### src/design/pito_defs.svh
`ifndef PITO_DEFS_SVH
`define PITO_DEFS_SVH

// hart scheduling
`define PITO_NUM_HARTS 8
`define PITO_HART_W 3

// datapath and register file
`define PITO_XLEN 32
`define PITO_NUM_REGS 32

// word address widths of the two memories
`define PITO_IMEM_ADDR_W 10
`define PITO_DMEM_ADDR_W 10

// hart h starts executing at byte address h * stride
`define PITO_HART_CODE_STRIDE 256

`endif

### src/design/pito_pkg.sv
`include "pito_defs.svh"

package pito_pkg;

    typedef logic [`PITO_XLEN-1:0] rv32_data_t;
    typedef logic [31:0] rv32_instr_t;
    typedef logic [`PITO_XLEN-1:0] rv32_pc_t;
    typedef logic [$clog2(`PITO_NUM_REGS)-1:0] rv32_reg_idx_t;
    typedef logic [`PITO_HART_W-1:0] hart_id_t;
    typedef logic [`PITO_IMEM_ADDR_W-1:0] imem_addr_t;
    typedef logic [`PITO_DMEM_ADDR_W-1:0] dmem_addr_t;

    // decoded instructions, anything unsupported becomes OP_NOP
    typedef enum logic [5:0] {
        OP_NOP,
        OP_ADD, OP_SUB, OP_AND, OP_OR, OP_XOR,
        OP_SLT, OP_SLTU, OP_SLL, OP_SRL, OP_SRA,
        OP_ADDI, OP_ANDI, OP_ORI, OP_XORI, OP_SLTI,
        OP_SLTIU, OP_SLLI, OP_SRLI, OP_SRAI,
        OP_LUI,
        OP_LW, OP_SW,
        OP_BEQ, OP_BNE, OP_BLT, OP_BGE, OP_BLTU, OP_BGEU,
        OP_JAL, OP_JALR
    } rv32_opcode_t;

    typedef enum logic [3:0] {
        ALU_ADD, ALU_SUB,
        ALU_AND, ALU_OR, ALU_XOR,
        ALU_SLT, ALU_SLTU,
        ALU_SLL, ALU_SRL, ALU_SRA
    } alu_op_t;

endpackage

### src/design/pito_next_pc.sv
module pito_next_pc (
    input  pito_pkg::rv32_opcode_t opcode,
    input  pito_pkg::rv32_pc_t     pc,
    input  pito_pkg::rv32_data_t   rs1_val,
    input  pito_pkg::rv32_data_t   rs2_val,
    input  pito_pkg::rv32_data_t   imm,
    output pito_pkg::rv32_pc_t     next_pc,
    output pito_pkg::rv32_data_t   link_val
);
    import pito_pkg::*;

    logic     taken;
    rv32_pc_t pc_plus4;

    assign pc_plus4 = pc + 32'd4;

    // branch conditions
    always_comb begin
        case (opcode)
            OP_BEQ:  taken = (rs1_val == rs2_val);
            OP_BNE:  taken = (rs1_val != rs2_val);
            OP_BLT:  taken = ($signed(rs1_val) < $signed(rs2_val));
            OP_BGE:  taken = ($signed(rs1_val) >= $signed(rs2_val));
            OP_BLTU: taken = (rs1_val < rs2_val);
            OP_BGEU: taken = (rs1_val >= rs2_val);
            OP_JAL:  taken = 1'b1;
            default: taken = 1'b0;
        endcase
    end

    // jalr target has bit 0 cleared
    always_comb begin
        if (opcode == OP_JALR) begin
            next_pc = (rs1_val + imm) & ~32'd1;
        end else if (taken) begin
            next_pc = pc + imm;
        end else begin
            next_pc = pc_plus4;
        end
    end

    assign link_val = rv32_data_t'(pc_plus4);

endmodule

### config.mk
export PLATFORM = sky130hd
export DESIGN_NAME = pito_next_pc
export DESIGN_NICKNAME = d
export VERILOG_FILES = /design/src/design/pito_pkg.sv /design/src/design/pito_next_pc.sv
export VERILOG_INCLUDE_DIRS = /design/src /design/src/design
export SDC_FILE = /design/constraint.sdc
export NUM_CORES = 1
export LEC_CHECK = 0
export BUFFER_PORTS_ARGS = -buffer_cell sky130_fd_sc_hd__buf_2
export CAP_MARGIN = 15
export CORE_AREA = 4 4 126 128
export DETAILED_ROUTE_END_ITERATION = 7
export DIE_AREA = 0 0 130 132
export PLACE_DENSITY = 0.72
export SLEW_MARGIN = 15
export SYNTH_ARGS = -nofsm -noshare
export SYNTH_HDL_FRONTEND = slang
export SYNTH_SLANG_ARGS = --single-unit
### constraint.sdc
create_clock -name vclk -period 2.8
set_input_delay 0.28 -clock vclk [all_inputs]
set_output_delay 0.28 -clock vclk [all_outputs]
set_load 0.03 [all_outputs]
# Yosys cells after proc, flatten, opt, wreduce, memory -nomap -nowiden
# Index checks and enable logic that the tools add are counted.
# classes
addsub,3
order_cmp,4
n_eq_ne,10
n_mul,0
n_reduce_logical,0
shifts,0
muxes,3
n_div,0
bitwise_logic,0
# ops
operator,count
$add A32 B32 Y32,2
$ge A32 B32 Y1,2
$lt A32 B32 Y1,2
$mux W32,2
$eq A6 B5 Y1 const B,8
$add A32 B3 Y32 const B,1
$eq A32 B32 Y1,1
$ne A32 B32 Y1,1
$pmux W1 S7,1
# word_totals
register_bits,0
ram_bits,0
wordCells,20
mem_bits_ro,0
latchBits,0
mem_count,0

# Depth between registers and ports, before layout
# depth
ltp_word,4
depth_mapped,13
depth_no_buf,13

# Worst setup path before layout
# OpenSTA, ideal clock, no wires.
# synth_timing
path_type,input to output
start,input port rs2_val[31]
end,output port next_pc[30]
path_buffers,1
setup_slack_ps,-825
cell_stages,11
required_ps,2520
arrival_time_ps,3345
cell_sequence,inv_1 > ha_1 > nand4_1 > or4_1 > a41o_1 > and3_1 > o211a_1 > o311ai_4 > buf_6 > nor3_1 > a311oi_1
# synth_between
elab_chain_len,4
elab_cells_between_ends,9
cone_classes,order compare: 4; eq/ne: 2; mux: 3
# synth_rtl
element,line_no,source
"start, declared",pito_next_pc.sv:5,"input pito_pkg::rv32_data_t rs2_val,"
$ge A32 B32 Y1 (tied with other cells),pito_next_pc.sv:25,OP_BGEU: taken = (rs1_val >= rs2_val);
$pmux W1 S7 *,pito_next_pc.sv:19,case (opcode)
$mux W32 *,pito_next_pc.sv:35,end else if (taken) begin
$mux W32 *,pito_next_pc.sv:33,if (opcode == OP_JALR) begin
"end, declared",pito_next_pc.sv:7,"output pito_pkg::rv32_pc_t next_pc,"
# Mark *: on every way between the ends. The rest lies on a longest branch, timed or not.

# Final worst setup path
# layout_timing
start,input port rs1_val[24]
end,output port next_pc[2]
# layout_between
elab_chain_len,4
elab_cells_between_ends,9
cone_classes,order compare: 4; eq/ne: 2; mux: 3
# layout_rtl
element,line_no,source
"start, declared",pito_next_pc.sv:4,"input pito_pkg::rv32_data_t rs1_val,"
$ge A32 B32 Y1 (tied with other cells),pito_next_pc.sv:25,
$pmux W1 S7 *,pito_next_pc.sv:19,
$mux W32 *,pito_next_pc.sv:35,
$mux W32 *,pito_next_pc.sv:33,
# Marked as above.

==> results.ini <==
[worst_setup_path]
critPathCaptureType = output pin
max_stage_delay_ns = 0.59
crit_path_top_delay_cell = or4_4
crit_required_ns = 2.52
path_depth = 13
path_buf_inv = 4
crit_family = compound AO/OA/AOI/OAI gates
start_kind = primary input
cp_data_arrival_time_ns = 3.21
crit_type = in -> out
crit_chain = buf_2 -> ha_4 -> nand4_1 -> or4_4 -> a41o_1 -> and3_1 -> o211a_1 -> o311ai_4 -> buf_4 -> buf_12 -> nor3_4 -> a221o_2 -> buf_6
cp_max_fo = 8

[pwr]
p_clk_frac = 0
swShare = 0.5183
sequentialPowerShare = 0
p_sw_w = 0.001043
peakVddDrop_mv = 0.1284
p_int_w = 0.0009693
p_per_area_nw_per_um2 = 210.4
combPwrFrac = 1.000
leakagePower_nw = 4.719

[sta]
fin_crit_ns = 3.494
fmax_mhz = 286.2
slew_viol_final = 0
finalCritPeriodShare = 1.248
tightest_slew_ns = 0.6033
slew_headroom = 0.5925
setup_violations = 33
hold_ws_ns = 0.8643
fin_setup_tns_ns = -19.35
layout_setup_ws_ns = -0.6937
rsz0062_at_grt = yes
hold_violations = 0

[finish]
drive_gt1_frac = 0.4992
regArea_um2 = 0
nFillCells = 1274
nClkBuffers = 0
seq_cell_count = 0
final_common_cell = buf_4
diodes = 0
area_growth_pct = 88.39
final_cells = 1372
mostFrequentLayoutCells = buf_4 (240), buf_2 (140), nand2_1 (87)
multiInputGateArea_um2 = 5734
design_area_um2 = 9565
nets = 1416

[detailed_routing]
viasPerCell = 5.344
num_vias = 7332
drc = 0
drt_pass1_iterations = 4
wl_per_cell_um = 16.25
drt_iter0_markers = 406
routed_wl_um = 22300
postRouteAntennaNets = 0

[synthesis]
synth_cell_type_count = 58
netlist_area_um2 = 5077
ys_warn_count = 0
yosysSeqAreaShare = 0
syn_avg_cell_area_um2 = 6.761
syn_nets = 981
synthCells = 751

[placement]
placed_cells = 1339
place_ws_ns = -0.8793
gp_congestion = 0.9183
dp_hpwl_um = 17900
placed_area_um2 = 8426
port_buffers = 198

[outcome]
violations = negative setup slack
status = finished, violations left

[min_path]
hold_depth = 2
min_path_type = in -> out

[floorplanning]
dieArea_um2 = 17160
start_util = 0.3416
ioPinCount = 198
die_h_um = 132
row_count = 45
core_area_um2 = 14860
die_w_um = 130

[job]
cap_viol_max_count = 0

[clock_tree]
hold_buffers = 0

[grt]
gr-total-overflow = 0
grt_pass1_wl_um = 33850
grt_usage = 0.2368
antenna_found_initial = 0
grt_pass1_vias = 7211
grt_max_degree = 48

-- synth_stat cells, types with 2 or more instances --
master	count	area, um^2
o211ai_1	6	45.04
a2111oi_0	2	17.52
nand3_1	20	100.1
a31oi_1	7	43.79
o211a_1	2	20.02
o22ai_1	2	12.51
or4_1	2	15.01
a21o_1	32	240.2
o31ai_1	2	15.01
a21oi_1	74	370.4
or2_2	6	37.54
buf_4	3	22.52
and3_1	10	62.56
or3_1	7	43.79
mux2i_1	5	50.05
o221ai_1	16	140.1
a31o_2	4	35.03
o21bai_1	6	45.04
clkbuf_1	11	41.29
nand2b_1	13	81.33
o21a_1	5	37.54
o21ai_0	41	205.2
a211oi_1	11	82.58
inv_1	52	195.2
and2_1	3	18.77
a21boi_0	2	15.01
xor2_1	38	332.8
nand4_1	22	137.6
nand2_1	91	341.6
xnor2_1	43	376.6
buf_2	4	20.02
fa_1	2	40.04
nor3_1	21	105.1
nor2b_1	8	50.05
and4_1	6	52.55
a221o_1	2	20.02
a221oi_1	2	17.52
o31a_1	2	17.52
a311oi_1	5	43.79
ha_1	94	1176
nor2_1	50	187.7
-- path summary, 6_finish.rpt --
kind         from     endpoint  slack, ns
min         pc[0]  link_val[0]       0.86
max   rs1_val[24]   next_pc[2]      -0.69
-- metal layers --
| layer | track usage | part of all wire | vias up | wire length, um |
|---|---|---|---|---|
| li1 | - | - | 3648 | - |
| met2 | 0.4209 | 0.50 | 266 | 11130 |
| met3 | 0.02512 | 0.063 | 48 | 1412 |
| met4 | 0.06062 | 0.031 | 0 | 694 |
| met5 | 0 | 0 | - | 0 |
| met1 | 0.3016 | 0.41 | 3370 | 9059 |
-- final cells by class --
cell class,count,share of cell area
tap,188,0.02459
timing repair buffer,452,0.3526
inverter,52,0.02328
multi-input combinational,680,0.5995
-- cell families after synthesis --
family	count (synthesis)	synth area share
AND/OR/NAND/NOR	263	0.2489
AO/OA/AOI/OAI	235	0.3048
adder cells (fa/ha/maj)	96	0.2395
XOR/XNOR	81	0.1397
buffers and inverters	71	0.05717
multiplexers	5	0.009857
-- power by group through the flow --
| stage | combinational (W) | clock [W] | sequential, W |
|---|---|---|---|
| final | 0.00201 | 0 | 0 |
| after global routing | 0.00218 | 0 | 0 |
| after CTS | 0.00190 | 0 | 0 |
| after detailed placement | 0.00177 | 0 | 0 |
| after global placement | 0.00174 | 0 | 0 |
| after floorplan | 0.00104 | 0 | 0 |
-- stage by stage --
stage | util | total power (W)
2_1_floorplan | - | 0.001041
5_1_grt | 0.6435 | 0.002177
4_1_cts | 0.6120 | 0.001897
3_3_place_gp | 0.5668 | 0.001745
3_5_place_dp | 0.5668 | 0.001767
6_report | 0.6435 | 0.002012
-- what timing repair did --
action,in CTS,in global routing
gates cloned,1,0
setup buffers,27,10
pin swaps,19,47
endpoints found under the setup margin,38,40
resized for setup,112,104
No activity file was read; power rests on OpenSTA's default activity.
