$ cat src/design/pito_defs.svh
`ifndef PITO_DEFS_SVH
`define PITO_DEFS_SVH

// hart scheduling
`define PITO_NUM_HARTS 8
`define PITO_HART_W 3

// datapath and register file
`define PITO_XLEN 32
`define PITO_NUM_REGS 32

// word address widths of the two memories
`define PITO_IMEM_ADDR_W 10
`define PITO_DMEM_ADDR_W 10

// hart h starts executing at byte address h * stride
`define PITO_HART_CODE_STRIDE 256

`endif

$ cat src/design/pito_pkg.sv
`include "pito_defs.svh"

package pito_pkg;

    typedef logic [`PITO_XLEN-1:0] rv32_data_t;
    typedef logic [31:0] rv32_instr_t;
    typedef logic [`PITO_XLEN-1:0] rv32_pc_t;
    typedef logic [$clog2(`PITO_NUM_REGS)-1:0] rv32_reg_idx_t;
    typedef logic [`PITO_HART_W-1:0] hart_id_t;
    typedef logic [`PITO_IMEM_ADDR_W-1:0] imem_addr_t;
    typedef logic [`PITO_DMEM_ADDR_W-1:0] dmem_addr_t;

    // decoded instructions, anything unsupported becomes OP_NOP
    typedef enum logic [5:0] {
        OP_NOP,
        OP_ADD, OP_SUB, OP_AND, OP_OR, OP_XOR,
        OP_SLT, OP_SLTU, OP_SLL, OP_SRL, OP_SRA,
        OP_ADDI, OP_ANDI, OP_ORI, OP_XORI, OP_SLTI,
        OP_SLTIU, OP_SLLI, OP_SRLI, OP_SRAI,
        OP_LUI,
        OP_LW, OP_SW,
        OP_BEQ, OP_BNE, OP_BLT, OP_BGE, OP_BLTU, OP_BGEU,
        OP_JAL, OP_JALR
    } rv32_opcode_t;

    typedef enum logic [3:0] {
        ALU_ADD, ALU_SUB,
        ALU_AND, ALU_OR, ALU_XOR,
        ALU_SLT, ALU_SLTU,
        ALU_SLL, ALU_SRL, ALU_SRA
    } alu_op_t;

endpackage

$ cat src/design/pito_alu.sv
module pito_alu (
    input  pito_pkg::rv32_data_t a,
    input  pito_pkg::rv32_data_t b,
    input  pito_pkg::alu_op_t    op,
    output pito_pkg::rv32_data_t result
);
    import pito_pkg::*;

    logic [4:0] shamt;
    logic       lt_signed;
    logic       lt_unsigned;

    assign shamt       = b[4:0];
    assign lt_signed   = $signed(a) < $signed(b);
    assign lt_unsigned = a < b;

    always_comb begin
        case (op)
            ALU_ADD:  result = a + b;
            ALU_SUB:  result = a - b;
            ALU_AND:  result = a & b;
            ALU_OR:   result = a | b;
            ALU_XOR:  result = a ^ b;
            ALU_SLT:  result = rv32_data_t'(lt_signed);
            ALU_SLTU: result = rv32_data_t'(lt_unsigned);
            ALU_SLL:  result = a << shamt;
            ALU_SRL:  result = a >> shamt;
            ALU_SRA:  result = rv32_data_t'($signed(a) >>> shamt);
            default:  result = '0;
        endcase
    end

endmodule

$ cat config.mk
export PLATFORM = sky130hd
export DESIGN_NAME = pito_alu
export DESIGN_NICKNAME = d
export VERILOG_FILES = /design/src/design/pito_pkg.sv /design/src/design/pito_alu.sv
export VERILOG_INCLUDE_DIRS = /design/src /design/src/design
export SDC_FILE = /design/constraint.sdc
export NUM_CORES = 1
export LEC_CHECK = 0
export BUFFER_PORTS_ARGS = -buffer_cell sky130_fd_sc_hd__buf_2
export CORE_ASPECT_RATIO = 1.2
export CORE_MARGIN = 2
export CORE_UTILIZATION = 40
export DETAILED_ROUTE_END_ITERATION = 10
export MAX_ROUTING_LAYER = met4
export PLACE_DENSITY_LB_ADDON = 0.1
export SLEW_MARGIN = 25
export SYNTH_ARGS = -nofsm -noshare
export SYNTH_HDL_FRONTEND = slang
export SYNTH_SLANG_ARGS = --single-unit
export TNS_END_PERCENT = 5
$ cat constraint.sdc
create_clock -name vclk -period 7
set_clock_uncertainty 0.1 [all_clocks]
set_input_delay 1.4 -clock vclk [all_inputs]
set_output_delay 1.4 -clock vclk [all_outputs]
set_load 0.02 [all_outputs]
* Word-level counts from Yosys, hierarchy flattened
Index checks and enable logic that the tools add are counted.
Storage, ports and cells: input port bits 68, output and inout bits 32, word-level logic and storage cells 21, register bits 0
Cells by class: bitwise operators 3, multiplexer cells 1, shift operators 3, reductions and logical operators 1, add/subtract/negate cells 2, order comparisons 2, equality and inequality tests 9
Operator list (count):
- 32-bit case mux with 10 select lines | 1
- 32-bit less-than comparator | 2
- 32-bit adder | 1
- 32-bit AND | 1
- 32-bit bitwise OR | 1
- 32-bit by 5-bit left shift with 32-bit output | 1
- 32-bit by 5-bit right shift with 32-bit output | 1
- 32-bit by 5-bit >>> shifter with 32-bit output | 1
- 32-bit subtractor | 1
- 32-bit XOR | 1
- 4-bit by 3-bit == test with 1-bit output (second input constant) | 4
- 4-bit by 2-bit == test with 1-bit output (second input constant) | 2
- 4-bit == test (second input constant) | 2
- 4-bit by 1-bit == test with 1-bit output (second input constant) | 1
- 4-bit zero test | 1

* Depth between registers and ports, before layout
word-level depth 2, gate-level depth with buffers 15, gate-level depth less buffers 13

* Worst setup path before layout
Ideal clock, no wire load.
path type input-to-output, start point in b[2], end point out result[14], buffers on the path 4, path slack 605 ps, stages 15, data required time 5500 ps, data arrival time 4895 ps, path through clkinv_1 > buf_1 > clkbuf_1 > clkbuf_1 > ha_1 > buf_2 > nand2b_1 > a2111oi_2 > nor3b_2 > o31a_1 > o21ai_1 > mux2_2 > nor3_1 > a2111oi_0 > nand2_1
Between the ends: longest elaborated chain between the ends 2, elaborated cells between the ends (all ways) 6, classes of those cells add/sub: 2; shift: 3; mux: 1
Ends and longest elaborated chain:
- from (decl) | line pito_alu.sv:3 | input pito_pkg::rv32_data_t b,
- 32-bit subtractor, or another cell as far along | line pito_alu.sv:20 | ALU_SUB: result = a - b;
- 32-bit case mux with 10 select lines (*) | line pito_alu.sv:18 | case (op)
- to (decl) | line pito_alu.sv:5 | output pito_pkg::rv32_data_t result
Mark *: on every way between the ends. The rest lies on a longest branch, timed or not.

* Worst setup path after layout
start point in b[0], end point out result[30]
Same word-level chain as after synthesis.

==> Implementation_results.wiki <==
{| class="wikitable"
! Metric !! Value
|-
| Non-filler instance count after layout || ~1600
|-
| Worst supply voltage drop on vdd || 0.0399 mV
|-
| Global routing met3 resource utilization || 2.36%
|-
| Crit path required time || 5.50 ns
|-
| First-pass GRT wire length || 61200 um
|-
| DRC Markers || 0
|-
| Count of sequential standard cells || 0
|-
| Sw Pwr || 0.522 mW
|-
| Instance count of the mapped netlist || 1325
|-
| Share of synthesized area occupied by flip-flops and latches || 0%
|-
| Area leader, netlist || sky130_fd_sc_hd__ha_1
|-
| Clock buf count || 0
|-
| Initial antenna violation count || 0
|-
| Number of hold-repair buffers added at the cts stage || 0
|-
| Final antenna-violating net count || 0
|-
| Mapped cell area || 8460 um2
|-
| Power density over cell area || 87.1 nW/um2
|-
| Overall die area || 22300 um2
|-
| Worst hold-check path type || in -> out
|-
| Overflow left after global routing || 0
|-
| Sequential fraction of design power || 0%
|-
| Arrival time at the worst endpoint || 4.80 ns
|-
| Flip-flop and latch area || 0 um2
|-
| Share of the synthesized area in the top cell type || 14.4%
|-
| Crit end category || output port
|-
| Tmin final || 6.30 ns
|-
| Mean cell area of the mapped netlist || roughly 6.4 um2
|-
| Count of boundary I/O pins || 100
|-
| Largest net degree at the start of global routing || 86
|-
| Final GP Congestion || 1.01
|-
| Most common cell after layout, fill and taps aside || sky130_fd_sc_hd__nor2_1
|-
| Placeable Area || 20800 um2
|-
| Total Negative Setup Slacks || 0 ns
|-
| CP Launch Type || input pin
|-
| Finish-stage setup viols || 0
|-
| Die width || between 100 and 150 um
|-
| Initial cell density of the core || between 40% and 50%
|-
| DRT iter0 DRCs || about 1200
|-
| Input/output buffers || 100
|-
| GRT met1 Usage || 51.1%
|-
| Hpwl dp || 32800 um
|-
| Leakage power of the design || 4.15 nW
|-
| Placed cells || 1616
|-
| Most Crowded Layer GR || met2
|-
| Total number of vias || about 11000
|-
| Total Wirelength || 41200 um
|-
| Logic pwr share || between 90% and 100%
|-
| YS warnings || 0
|-
| Met2 GRT Util || 57.7%
|-
| Final hold slack || 3.34 ns
|-
| Fraction of power spent switching nets || 66.2%
|-
| Highest attainable clock frequency || 159 MHz
|-
| Post-CTS Repair Setup Buffers || 0
|-
| Number of pins exceeding their max-slew limit in the final report || 0
|-
| Final-stage net count || 1515
|-
| FP Rows || 58
|-
| Chip Height || 163 um
|-
| Total routing usage reported by global routing || 37.0%
|-
| Run status || finished clean
|-
| Synth-to-layout area growth || 7.12%
|-
| Library cells used by synthesis || 76
|-
| Avg WL per Cell || about 25 um
|-
| Relative slew margins || 28.5%
|-
| RSZ-0062 raised after global routing || false
|-
| Relative contribution of the clock network to total power || 0%
|-
| Max Cap Viol || 0
|-
| Biggest fanout along the worst timing path || 61
|-
| Number of search-and-repair iterations in the first detailed-routing pass || 6
|-
| # resized after CTS || 0
|-
| Number of global-route vias before repair || 9768
|-
| Number of hold violations in the final report || 0
|-
| Top post-synthesis cells by area || sky130_fd_sc_hd__ha_1 (14%), sky130_fd_sc_hd__mux2i_1 (8.0%), sky130_fd_sc_hd__a21oi_1 (8.0%)
|-
| Transition time at the pin with the least slew margin || 1.07 ns
|-
| Kind of critical path || in -> out
|-
| Most used cells in the layout excluding fill and tap cells || sky130_fd_sc_hd__nor2_1 (163), sky130_fd_sc_hd__a21oi_1 (135), sky130_fd_sc_hd__nand2_1 (131)
|-
| Number of antenna diodes || 0
|-
| Final Cycle Share || 90.0%
|-
| Total internal power || between 0.2 and 0.3 mW
|-
| Proportion of layout cells with a drive suffix above 1 || between 10% and 20%
|-
| Post-DR vias/cell || 6.50
|-
| Overall power || 0.789 mW
|-
| Net count of the mapped netlist || about 1500
|}
-- cells by family (layout without fill, tap and decap cells) --
| kind of cell | Yosys count | after routing | synth area share [%] |
|---|---|---|---|
| and+or+nand+nor | 426 | 426 | 22.5 |
| buffers and inverters | 202 | 223 | 9.51 |
| AOI/OAI and AO/OA | 478 | 478 | 36.8 |
| xor gates and xnor gates | 15 | 15 | 1.55 |
| adders and majority gates | 99 | 99 | 14.8 |
| muxes | 105 | 105 | 14.8 |
-- per-layer routing --
metal | vias up | part of all wire, %
li1 | 4886 | -
met1 | 5000 | 44
met2 | 548 | 46
met3 | 73 | 7.2
met4 | 0 | 3.5
met5 | - | 0
-- power groups by stage --
stage / Combinational [mW] / Clock, mW / Sequential, mW
after floorplan: 0.518 / 0 / 0
after global placement: 0.775 / 0 / 0
after detailed placement: 0.768 / 0 / 0
after CTS: 0.773 / 0 / 0
after global routing: 0.849 / 0 / 0
final: 0.789 / 0 / 0
-- cell usage after synthesis (6+ instances only) --
master,count
sky130_fd_sc_hd__clkbuf_1,62
sky130_fd_sc_hd__nor4_1,7
sky130_fd_sc_hd__nand2b_1,16
sky130_fd_sc_hd__o21ai_1,24
sky130_fd_sc_hd__nor2b_1,8
sky130_fd_sc_hd__nand4_1,9
sky130_fd_sc_hd__a21oi_1,135
sky130_fd_sc_hd__o22ai_1,12
sky130_fd_sc_hd__nor3_1,16
sky130_fd_sc_hd__o21a_1,8
sky130_fd_sc_hd__o21ai_0,85
sky130_fd_sc_hd__buf_2,13
sky130_fd_sc_hd__nor2_1,163
sky130_fd_sc_hd__a211oi_1,34
sky130_fd_sc_hd__ha_1,97
sky130_fd_sc_hd__a211o_1,7
sky130_fd_sc_hd__mux4_2,13
sky130_fd_sc_hd__mux2_2,22
sky130_fd_sc_hd__o211ai_1,25
sky130_fd_sc_hd__o21bai_1,13
sky130_fd_sc_hd__inv_1,94
sky130_fd_sc_hd__nand3_1,28
sky130_fd_sc_hd__a21o_1,20
sky130_fd_sc_hd__xor2_1,6
sky130_fd_sc_hd__mux2i_1,68
sky130_fd_sc_hd__a221oi_1,13
sky130_fd_sc_hd__buf_1,21
sky130_fd_sc_hd__o221ai_1,8
sky130_fd_sc_hd__or3_1,13
sky130_fd_sc_hd__a22oi_1,8
sky130_fd_sc_hd__a31oi_1,15
sky130_fd_sc_hd__xnor2_1,9
sky130_fd_sc_hd__o31ai_1,10
sky130_fd_sc_hd__and3_1,14
sky130_fd_sc_hd__nand2_1,131
-- stage by stage --
step,util [%],instance area (um2),setup slack [ns]
5_1_grt,43.5,9060,0.552
3_3_place_gp,43.5,9060,0.722
2_1_floorplan,-,8460,0.605
4_1_cts,43.5,9060,0.731
3_5_place_dp,43.5,9060,0.743
6_report,43.5,9060,0.702
-- worst paths after layout --
path              startpoint    endpoint  slack [ns]  depth (start not counted)
setup / recovery        b[0]  result[30]        0.70                         13
hold / removal         b[29]  result[30]        3.34                          5
-- final cells by class --
type / instances / area [um2]
well taps: 270 / 338
multi-input cells: 1123 / 7660
repair buffers: 123 / 688
fillers: 2308 / 11800
inverters: 100 / 375
-- worst max-delay path, stage by stage --
cell and delay [ns]:
sky130_fd_sc_hd__buf_4 0.30, sky130_fd_sc_hd__buf_12 0.36, sky130_fd_sc_hd__inv_2 0.17, sky130_fd_sc_hd__ha_1 0.30, sky130_fd_sc_hd__mux2_4 0.32, sky130_fd_sc_hd__a222oi_1 0.46, sky130_fd_sc_hd__o22ai_1 0.19, sky130_fd_sc_hd__o22a_1 0.26
sky130_fd_sc_hd__a2111oi_4 0.38, sky130_fd_sc_hd__o311ai_1 0.19, sky130_fd_sc_hd__or4b_1 0.21, sky130_fd_sc_hd__nand3_1 0.07, sky130_fd_sc_hd__buf_2 0.16
Power figures use the tool's default switching activity.
