**config.mk**
```make
export PLATFORM = sky130hd
export DESIGN_NAME = pito_decoder
export DESIGN_NICKNAME = d
export VERILOG_FILES = /design/src/design/pito_pkg.sv /design/src/design/pito_decoder.sv
export VERILOG_INCLUDE_DIRS = /design/src /design/src/design
export SDC_FILE = /design/constraint.sdc
export NUM_CORES = 1
export LEC_CHECK = 0
export ABC_AREA = 1
export ABC_CLOCK_PERIOD_IN_PS = 9670
export BUFFER_PORTS_ARGS = -buffer_cell sky130_fd_sc_hd__buf_4
export CORE_AREA = 2 2 74 76
export DETAILED_ROUTE_END_ITERATION = 12
export DIE_AREA = 0 0 76 78
export MAX_ROUTING_LAYER = met4
export PLACE_DENSITY = 0.64
export SLEW_MARGIN = 20
export SYNTH_ARGS = -nofsm -noshare
export SYNTH_HDL_FRONTEND = slang
export SYNTH_SLANG_ARGS = --single-unit
```
**constraint.sdc**
```tcl
create_clock -name vclk -period 9.67
set_input_delay 2.901 -clock vclk [all_inputs]
set_output_delay 2.901 -clock vclk [all_outputs]
set_load 0.05 [all_outputs]
```
**src/design/pito_defs.svh**
```systemverilog
`ifndef PITO_DEFS_SVH
`define PITO_DEFS_SVH

// hart scheduling
`define PITO_NUM_HARTS 8
`define PITO_HART_W 3

// datapath and register file
`define PITO_XLEN 32
`define PITO_NUM_REGS 32

// word address widths of the two memories
`define PITO_IMEM_ADDR_W 10
`define PITO_DMEM_ADDR_W 10

// hart h starts executing at byte address h * stride
`define PITO_HART_CODE_STRIDE 256

`endif

```
**src/design/pito_pkg.sv**
```systemverilog
`include "pito_defs.svh"

package pito_pkg;

    typedef logic [`PITO_XLEN-1:0] rv32_data_t;
    typedef logic [31:0] rv32_instr_t;
    typedef logic [`PITO_XLEN-1:0] rv32_pc_t;
    typedef logic [$clog2(`PITO_NUM_REGS)-1:0] rv32_reg_idx_t;
    typedef logic [`PITO_HART_W-1:0] hart_id_t;
    typedef logic [`PITO_IMEM_ADDR_W-1:0] imem_addr_t;
    typedef logic [`PITO_DMEM_ADDR_W-1:0] dmem_addr_t;

    // decoded instructions, anything unsupported becomes OP_NOP
    typedef enum logic [5:0] {
        OP_NOP,
        OP_ADD, OP_SUB, OP_AND, OP_OR, OP_XOR,
        OP_SLT, OP_SLTU, OP_SLL, OP_SRL, OP_SRA,
        OP_ADDI, OP_ANDI, OP_ORI, OP_XORI, OP_SLTI,
        OP_SLTIU, OP_SLLI, OP_SRLI, OP_SRAI,
        OP_LUI,
        OP_LW, OP_SW,
        OP_BEQ, OP_BNE, OP_BLT, OP_BGE, OP_BLTU, OP_BGEU,
        OP_JAL, OP_JALR
    } rv32_opcode_t;

    typedef enum logic [3:0] {
        ALU_ADD, ALU_SUB,
        ALU_AND, ALU_OR, ALU_XOR,
        ALU_SLT, ALU_SLTU,
        ALU_SLL, ALU_SRL, ALU_SRA
    } alu_op_t;

endpackage

```
**src/design/pito_decoder.sv**
```systemverilog
module pito_decoder (
    input  pito_pkg::rv32_instr_t   instr,
    output pito_pkg::rv32_opcode_t  opcode,
    output pito_pkg::rv32_reg_idx_t rs1,
    output pito_pkg::rv32_reg_idx_t rs2,
    output pito_pkg::rv32_reg_idx_t rd,
    output pito_pkg::rv32_data_t    imm,
    output pito_pkg::alu_op_t       alu_op,
    output logic                    use_imm
);
    import pito_pkg::*;

    logic [2:0] funct3;
    logic [6:0] funct7;
    rv32_data_t imm_i;
    rv32_data_t imm_s;
    rv32_data_t imm_b;
    rv32_data_t imm_u;
    rv32_data_t imm_j;

    assign rs1    = instr[19:15];
    assign rs2    = instr[24:20];
    assign rd     = instr[11:7];
    assign funct3 = instr[14:12];
    assign funct7 = instr[31:25];

    // sign-extended immediates of the five formats
    assign imm_i = {{20{instr[31]}}, instr[31:20]};
    assign imm_s = {{20{instr[31]}}, instr[31:25], instr[11:7]};
    assign imm_b = {{19{instr[31]}}, instr[31], instr[7], instr[30:25], instr[11:8], 1'b0};
    assign imm_u = {instr[31:12], 12'b0};
    assign imm_j = {{11{instr[31]}}, instr[31], instr[19:12], instr[20], instr[30:21], 1'b0};

    always_comb begin
        opcode  = OP_NOP;
        imm     = imm_i;
        use_imm = 1'b0;
        case (instr[6:0])
            7'b0110011: begin
                case ({funct7, funct3})
                    10'b0000000_000: opcode = OP_ADD;
                    10'b0100000_000: opcode = OP_SUB;
                    10'b0000000_001: opcode = OP_SLL;
                    10'b0000000_010: opcode = OP_SLT;
                    10'b0000000_011: opcode = OP_SLTU;
                    10'b0000000_100: opcode = OP_XOR;
                    10'b0000000_101: opcode = OP_SRL;
                    10'b0100000_101: opcode = OP_SRA;
                    10'b0000000_110: opcode = OP_OR;
                    10'b0000000_111: opcode = OP_AND;
                    default:         opcode = OP_NOP;
                endcase
            end
            7'b0010011: begin
                use_imm = 1'b1;
                case (funct3)
                    3'b000: opcode = OP_ADDI;
                    3'b010: opcode = OP_SLTI;
                    3'b011: opcode = OP_SLTIU;
                    3'b100: opcode = OP_XORI;
                    3'b110: opcode = OP_ORI;
                    3'b111: opcode = OP_ANDI;
                    3'b001: opcode = (funct7 == 7'b0000000) ? OP_SLLI : OP_NOP;
                    default: begin
                        // srli and srai share funct3 and differ in bit 30
                        if (funct7 == 7'b0000000) begin
                            opcode = OP_SRLI;
                        end else if (funct7 == 7'b0100000) begin
                            opcode = OP_SRAI;
                        end
                    end
                endcase
            end
            7'b0110111: begin
                opcode = OP_LUI;
                imm    = imm_u;
            end
            7'b0000011: begin
                opcode  = (funct3 == 3'b010) ? OP_LW : OP_NOP;
                use_imm = 1'b1;
            end
            7'b0100011: begin
                opcode  = (funct3 == 3'b010) ? OP_SW : OP_NOP;
                imm     = imm_s;
                use_imm = 1'b1;
            end
            7'b1100011: begin
                imm = imm_b;
                case (funct3)
                    3'b000:  opcode = OP_BEQ;
                    3'b001:  opcode = OP_BNE;
                    3'b100:  opcode = OP_BLT;
                    3'b101:  opcode = OP_BGE;
                    3'b110:  opcode = OP_BLTU;
                    3'b111:  opcode = OP_BGEU;
                    default: opcode = OP_NOP;
                endcase
            end
            7'b1101111: begin
                opcode = OP_JAL;
                imm    = imm_j;
            end
            7'b1100111: begin
                opcode = (funct3 == 3'b000) ? OP_JALR : OP_NOP;
            end
            default: opcode = OP_NOP;
        endcase
    end

    // loads and stores use the adder for their address
    always_comb begin
        case (opcode)
            OP_SUB:            alu_op = ALU_SUB;
            OP_AND, OP_ANDI:   alu_op = ALU_AND;
            OP_OR, OP_ORI:     alu_op = ALU_OR;
            OP_XOR, OP_XORI:   alu_op = ALU_XOR;
            OP_SLT, OP_SLTI:   alu_op = ALU_SLT;
            OP_SLTU, OP_SLTIU: alu_op = ALU_SLTU;
            OP_SLL, OP_SLLI:   alu_op = ALU_SLL;
            OP_SRL, OP_SRLI:   alu_op = ALU_SRL;
            OP_SRA, OP_SRAI:   alu_op = ALU_SRA;
            default:           alu_op = ALU_ADD;
        endcase
    end

endmodule

```
* Word-level counts from Yosys, hierarchy flattened
Memories as Yosys holds them, arrays and structs flattened. Index checks and enable logic that the tools add are counted. W data, S select, Z words.
Storage, ports and cells: register bits after elaboration 0, memory bits (read-only) 128, input port bits 32, output and inout port bits 58, word-level logic and storage cells 43, memories 1
Memory list:
- (no name shown) | words 32, width 4, rd ports 1, clocked after memory_dff 0, write ports 0, RTL line pito_decoder.sv:112 | case (opcode)
Cells by class: equal/unequal tests 25, muxes and demuxes 13, reductions and logical operators 4
Operators with widths (number):
- $pmux W31 S4 | 1
- $pmux W6 S8 | 1
- $eq A10 B3 Y1 const B | 4
- $pmux W4 S10 | 1
- $pmux W5 S7 | 1
- $mux W5 | 6
- $pmux W5 S6 | 1
- $eq A7 B6 Y1 const B | 4
- $eq A7 B7 Y1 const B | 3
- $eq A10 B2 Y1 const B | 2
- $eq A10 B9 Y1 const B | 2
- $eq A3 B3 Y1 const B | 4
- $eq A10 B1 Y1 const B | 1
- $logic_not A10 Y1 | 1
- $eq A7 B2 Y1 const B | 1
- $eq A7 B5 Y1 const B | 1
- $logic_not A7 Y1 | 1
- $eq A3 B2 Y1 const B | 2
- $mux W4 | 1
- $eq A3 B1 Y1 const B | 1
- $logic_not A3 Y1 | 1
- $reduce_or A3 Y1 | 1
- $mux W1 | 1

* Depth between registers and ports, before layout
Gate-level depths: netlist (run 1). An unclocked memory read counts as a cell.
depth in word-level cells 7, depth in mapped cells 18, gate-level depth less buffers 17

* Worst setup path before layout (run 1)
Ideal clock, no wire load.
path kind input -> output, start in instr[13], end out alu_op[3], arrival time 5.318 ns, data required time 6.769 ns, setup slack 1.451 ns, cell stages on the path 12, buffers on the path 1, cell sequence buf_4 inv_2 nand2_1 nor3_2 nand2_1 nand2_1 o21ai_0 nand2_1 inv_1 ha_1 nand2_1 a21oi_1
On the way: word-level cells in the longest chain between the ends 5, elaborated cells between the ends (all ways) 27, classes of those cells eq/ne (16); mux (8); reduce/logical (2); memory (1)
RTL lines:
- start: declaration | RTL line pito_decoder.sv:2 | input pito_pkg::rv32_instr_t instr,
- $eq A10 B3 Y1 (tied with other cells) | RTL line pito_decoder.sv:40 | case ({funct7, funct3})
- $pmux W4 S10 (tied with other cells) | RTL line pito_decoder.sv:40
- $pmux W6 S8 * | RTL line pito_decoder.sv:38 | case (instr[6:0])
- net opcode[0] | RTL line pito_decoder.sv:3 | output pito_pkg::rv32_opcode_t opcode,
- $mem_v2 Z32 W4 *
- $mux W4 * | RTL line pito_decoder.sv:112
- end: declaration | RTL line pito_decoder.sv:8 | output pito_pkg::alu_op_t alu_op,
The timed path passes the listed nets; every way through them passes the cells marked *.

* Worst setup path after layout (run 1)
start in instr[3], end out alu_op[1]
On the way: word-level cells in the longest chain between the ends 4, elaborated cells between the ends (all ways) 11, classes of those cells eq/ne (8); mux (2); memory (1)
RTL lines (RTL line):
- $eq A7 B7 Y1 (tied with other cells) | pito_decoder.sv:38
- $pmux W6 S8 * | pito_decoder.sv:38
- $mem_v2 Z32 W4 *
- $mux W4 * | pito_decoder.sv:112
Mark *: on every way between the ends. The rest lies on a longest branch, timed or not.

==> impl_results.md, run 1 <==
- Rel. slew slack: between 50% and 60%
- I/O pin count: 90
- Simple-gate share of the synthesized area: 59.3%
- Hold buffers post-CTS: 0
- Area taken by multi-input logic gates: 1160 um2
- Crit path required time: 6.77 ns
- Fill cell count: 544
- Layout cells sized above 1: 41.5%
- Most frequent cells in the layout: buf_4 (89), nand2_1 (80), nor2_1 (30)
- Crit path kind: primary input to output port
- Layout net count: 380
- Yosys top cell area share: 20.1%
- Yosys warns: 0
- Post-DP HPWL: 3960 um
- Cell area power density: 51.2 nW/um2
- Final Util: between 40% and 50%
- Area grow syn2layout: 38.5%
- TNS Setup: 0 ns
- Max Clk Rate: 130 MHz
- First-pass GRT wire length: 7890 um
- Post-DR wirelength/cell: 11.2 um
- GPL Wtd Cong: 0.898
- Post-Synth XOR/XNOR Area: 0%
- Total Power: 0.106 mW
- Slew Limit Fails: 0
- Crit start category: primary input
- Rows: 26
- Fin. Hold Viols: 0
- Final std cells w/o fill: 412
- Vias after detailed routing: 1,861
- Main combinational cell family by area after synthesis: simple AND/OR/NAND/NOR gates
- Drt total wl: roughly 4600 um
- Fin crit share: between 70% and 80%
- Drt drc: 0
- Die Y: 78 um
- Internal power: 0.0320 mW
- Most common cell after layout, fill and taps aside: buf_4
- Synth Area in Compound Gates: 14.8%
- Synth area leader: nand2_1
- Overflow after GRT: 0
- Crit end category: output port
- Cell variety after synth: 29
- Combinational fraction of design power: 100.0%
- Post-synthesis mux area share: 0%
- Post-synthesis sequential area ratio: 0%
- Synth Instances: between 200 and 300
- Drt first pass iters: 4
- GRT Resource Usage Total: 15.5%
- Max Cap Viol: 0
- Critical path origin: instr[3]
- Iter 0 DRT Violations: between 50 and 60
- PortBufs: 89
- Die width: 76 um
- P_leak: 1.20 nW
- Syn Std Cell Area: 1500 um2
- Synth Area in Adders: under 10%
- Syn Area/Cell: 5.38 um2
- Cell breakdown of the critical path: buf_4 -> nor2_1 -> nand2_4 -> inv_1 -> nand2_1 -> inv_2 -> o21ai_0 -> nand2_1 -> inv_1 -> ha_1 -> nand2_1 -> nand3_1 -> nand2_1 -> nand2_1 -> nand2_1 -> buf_4
- Seq. cell area: 0 um2
- Largest net degree at the start of global routing: 14
- Switching pwr: approximately 0.074 mW
- Initial Utilization: 29.7%
- Crit path time final: ~7.7 ns
- Hold_sp: instr[16]
- Largest cells by area after synthesis: nand2_1 (20%), buf_4 (11%), nor2_1 (7.5%)
- Seq cells: 0
- CP max-delay cell: ha_1
- Core Area: 5040 um2
- RSZ-0062 raised after global routing: false
- Finished Cell Area: about 2100 um2
- Initial antenna violation count: 0
- Die area: 5930 um2
- Sw frac: ~70%
- PostCTS Resize Cnt: 0
- Highest net fanout along the worst path: 6
- VDD IR-drop max: 0.0000255 V
- Antenna diode count: 0
- Worst Hold Class: primary input to output port
- CLK BUF: 0
- Via density: 4.52
- Setup repair bufs after CTS: 0
- Synth Net Count: between 300 and 400
- Area after DPL: around 2100 um2
- Arr. time, crit path: 4.80 ns
- Final setup viols: 0
- Actual transition at the worst max-transition pin: 0.664 ns
- Vias in the first global route: 1,755
- Crit path top cell by count: nand2_1
- CP max stage delay: between 0.3 and 0.4 ns
- Seq pwr share: 0%
- Inst Count DP: 412
- Outcome: finished clean
- Final ANT Viol Nets: 0
- Clock Power Share: 0%
[power groups by stage]
stage	logic [mW]	registers, mW	clock network, mW
6_report	0.106	0	0
3_3_place_gp	0.106	0	0
3_5_place_dp	0.106	0	0
4_1_cts	0.107	0	0
5_1_grt	0.113	0	0
2_1_floorplan	0.0761	0	0
[metrics by stage]
stage,hold slack (ns),worst slack (ns)
final,6.07,1.97
after CTS,6.07,1.96
after global routing,6.07,1.60
after floorplan,5.97,1.45
after global placement,6.07,1.97
after detailed placement,6.07,1.96
[kinds of logic after synthesis]
group           Yosys count
buf+inv                  64
simple gates            172
compound gates           37
fa+ha+maj                 4
other cells               1
[worst paths after layout]
kind	end	slack [ns]	cells past startpoint
worst max-delay path	alu_op[1]	1.97	16
worst min-delay path	rs1[1]	6.07	2
[critical path, delay by kind of cell]
kind / cells / cell delay, ns
and+or+nand+nor: 9 / 0.86
AOI/OAI and AO/OA: 1 / 0.14
adders and majority gates: 1 / 0.31
buffers and inverters: 5 / 0.61
[Yosys cell counts]
master     count
buf_4         21
o2111ai_1      1
nor3_2         2
clkbuf_1       3
nand2_1       80
inv_4          1
nor3_1         3
nand3b_4       1
nand4_1        2
nand2_4        5
buf_6          1
nand3_2        3
inv_2         14
a21oi_1        3
o21ai_0       16
o21ai_1        4
nor2_4         5
inv_1         23
o211ai_1      11
conb_1         1
nor2_2         9
nand3_4        3
nand3_1       21
a21oi_2        1
nand2_2        8
o22ai_1        1
inv_6          1
nor2_1        30
ha_1           4
[area by class of cell]
| class | instances | share of cell area [%] |
|---|---|---|
| multi-input combinational | 214 | 56.1 |
| timing repair buffer | 89 | 32.2 |
| tap | 70 | 4.23 |
| inverter | 39 | 7.43 |
[per-layer routing]
| layer | global-route usage [%] | share of wire, % | vias to the layer above |
|---|---|---|---|
| met5 | - | 0 | - |
| li1 | - | - | 994 |
| met1 | 19.9 | 45 | 815 |
| met2 | 28.1 | 49 | 50 |
| met4 | 0.545 | 0.39 | 0 |
| met3 | 1.40 | 5.3 | 2 |
Note: power is estimated with default switching activity, not from simulation.
==> run 2: changes to the inputs <==
--- a/config.mk
+++ b/config.mk
@@ -7,13 +7,13 @@
 export NUM_CORES = 1
 export LEC_CHECK = 0
 export ABC_AREA = 1
-export ABC_CLOCK_PERIOD_IN_PS = 9670
+export ABC_CLOCK_PERIOD_IN_PS = 6900
 export BUFFER_PORTS_ARGS = -buffer_cell sky130_fd_sc_hd__buf_4
 export CORE_AREA = 2 2 74 76
 export DETAILED_ROUTE_END_ITERATION = 12
 export DIE_AREA = 0 0 76 78
 export MAX_ROUTING_LAYER = met4
-export PLACE_DENSITY = 0.64
+export PLACE_DENSITY = 0.66
 export SLEW_MARGIN = 20
 export SYNTH_ARGS = -nofsm -noshare
 export SYNTH_HDL_FRONTEND = slang
==> constraint.sdc (replaced) <==
create_clock -name vclk -period 6.9
set_input_delay 2.07 -clock vclk [all_inputs]
set_output_delay 2.07 -clock vclk [all_outputs]
set_load 0.05 [all_outputs]
==> run 2 against run 1 <==
Core utilization stayed put. Sequential cell count did not move. Critical path depth up 1. Global-route usage is 0.45 points lower. Power increased by 40%. Non-clock buffer count stayed put. First-iteration DRC count rose by 71%. Combinational power increased by 41%. Highest routed layer is now met3.
==> impl_results.md, run 2 (synthesized netlist as in run 1, its figures left out) <==
- Fill cell count: 563 (was 544)
- GPL Wtd Cong: 0.852 (was 0.898)
- Critical path origin: instr[3] (unchanged)
- Worst Hold Class: primary input to output port (unchanged)
- Drt drc: 0 (unchanged)
- TNS Setup: 0 ns (unchanged)
- Crit end category: output port (unchanged)
- Largest net degree at the start of global routing: 14 (unchanged)
- Cell breakdown of the critical path: buf_4 -> nor2_1 -> nand2_4 -> inv_1 -> nand2_1 -> inv_2 -> o21ai_0 -> nand2_1 -> inv_1 -> ha_1 -> inv_1 -> nand4_1 -> nand3_1 -> nand2_1 -> nand2_1 -> nand2_1 -> buf_4 (was buf_4 -> nor2_1 -> nand2_4 -> inv_1 -> nand2_1 -> inv_2 -> o21ai_0 -> nand2_1 -> inv_1 -> ha_1 -> nand2_1 -> nand3_1 -> nand2_1 -> nand2_1 -> nand2_1 -> buf_4)
- Area grow syn2layout: 38.5% (unchanged)
- Fin. Hold Viols: 0 (unchanged)
- Fin crit share: about 88%
- RSZ-0062 raised after global routing: false (unchanged)
- VDD IR-drop max: 0.0000630 V (was 0.0000255 V)
- Die width: 76 um (unchanged)
- Slew Limit Fails: 0 (unchanged)
- Most common cell after layout, fill and taps aside: buf_4 (unchanged)
- Final setup viols: 0 (unchanged)
- Iter 0 DRT Violations: 96 (was 56)
- Die Y: 78 um (unchanged)
- Max Cap Viol: 0 (unchanged)
- Rows: 26 (unchanged)
- Outcome: finished clean (unchanged)
- Max Clk Rate: 165 MHz
- PostCTS Resize Cnt: 0 (unchanged)
- Seq. cell area: 0 um2 (unchanged)
- Crit path top cell by count: nand2_1 (unchanged)
- CP max-delay cell: ha_1 (unchanged)
- Final ANT Viol Nets: 0 (unchanged)
- Highest net fanout along the worst path: 6 (unchanged)
- Crit start category: primary input (unchanged)
- Antenna diode count: 0 (unchanged)
- Finished Cell Area: 2070 um2 (unchanged)
- Arr. time, crit path: 4.01 ns (was 4.80 ns)
- Seq cells: 0 (unchanged)
- Crit path kind: primary input to output port (unchanged)
- Overflow after GRT: 0 (unchanged)
- I/O pin count: 90 (unchanged)
- Post-DR wirelength/cell: 11.1 um (was 11.2 um)
- Layout cells sized above 1: 41.5% (unchanged)
- PortBufs: 89 (unchanged)
- Initial Utilization: 29.7% (unchanged)
- Crit path required time: 4.83 ns (was 6.77 ns)
- Actual transition at the worst max-transition pin: 0.704 ns (was 0.664 ns)
- Drt total wl: 4560 um (was 4600 um)
- Buffers and inverters on the worst path: 6 (was 5)
- Hold_sp: instr[8] (was instr[16])
- Post-DP HPWL: 3970 um (was 3960 um)
- CP max stage delay: 0.19 ns (was 0.31 ns)
- Vias after detailed routing: 1,887 (was 1,861)
- Crit path time final: 6.08 ns
- Rel. slew slack: 52.7% (was 55.4%)
- Die area: 5930 um2 (unchanged)
- P_leak: 1.20 nW (unchanged)
- GRT Resource Usage Total: 15.1% (was 15.5%)
- Setup repair bufs after CTS: 0 (unchanged)
- First-pass GRT wire length: 7600 um (was 7890 um)
- Drt first pass iters: 4 (unchanged)
- Most frequent cells in the layout: buf_4 (89), nand2_1 (80), nor2_1 (30) (unchanged)
- Cell area power density: 71.8 nW/um2 (was 51.2 nW/um2)
- Vias in the first global route: 1,762 (was 1,755)
- Layout net count: 380 (unchanged)
- Hold buffers post-CTS: 0 (unchanged)
- Core Area: 5040 um2 (unchanged)
- Via density: 4.58 (was 4.52)
- Delay-heaviest family, CP: simple AND/OR/NAND/NOR gates (unchanged)
- Initial antenna violation count: 0 (unchanged)
- Area after DPL: 2070 um2 (unchanged)
- CLK BUF: 0 (unchanged)
==> run 2: cell counts in the layout (fill, tap and decap cells not counted) <==
Identical to the previous run, type by type.
==> run 2: area by class of cell <==
class	count	area, um2	area share [%]
multi-input combinational	214	1160	56.1
inverter	39	154	7.43
timing repair buffer	89	668	32.2
tap	70	87.6	4.23
==> run 2: where the power goes <==
part	leakage, nW	switching [mW]	internal [mW]	total, mW
Combinational	1.20	0.104	0.0449	0.149
Sequential	0	0	0	0
Clock	0	0	0	0
==> run 2: worst paths after layout <==
check | endpoint | slack (ns) | cells past startpoint
setup / recovery | alu_op[0] | 0.82 | 17
hold / removal | rd[1] | 4.41 | 2
==> run 2: per-layer routing <==
| metal | vias up | GRT usage (%) | part of all wire [%] |
|---|---|---|---|
| li1 | 1002 | - | - |
| met1 | 843 | 18.1 | 44 |
| met2 | 42 | 29.6 | 53 |
| met3 | 0 | 0.465 | 3.4 |
| met4 | 0 | 0.364 | 0 |
| met5 | - | - | 0 |
==> run 2: through the flow <==
stage	worst slack (ns)	instances	power (mW)	util [%]	hold WS, ns
6_report	0.824	412	0.149	41.1	4.41
5_1_grt	0.550	412	0.157	41.1	4.41
4_1_cts	0.815	412	0.150	41.1	4.41
3_5_place_dp	0.815	412	0.149	41.1	4.41
3_3_place_gp	0.854	412	0.149	41.1	4.41
2_1_floorplan	0.343	278	0.107	-	4.31
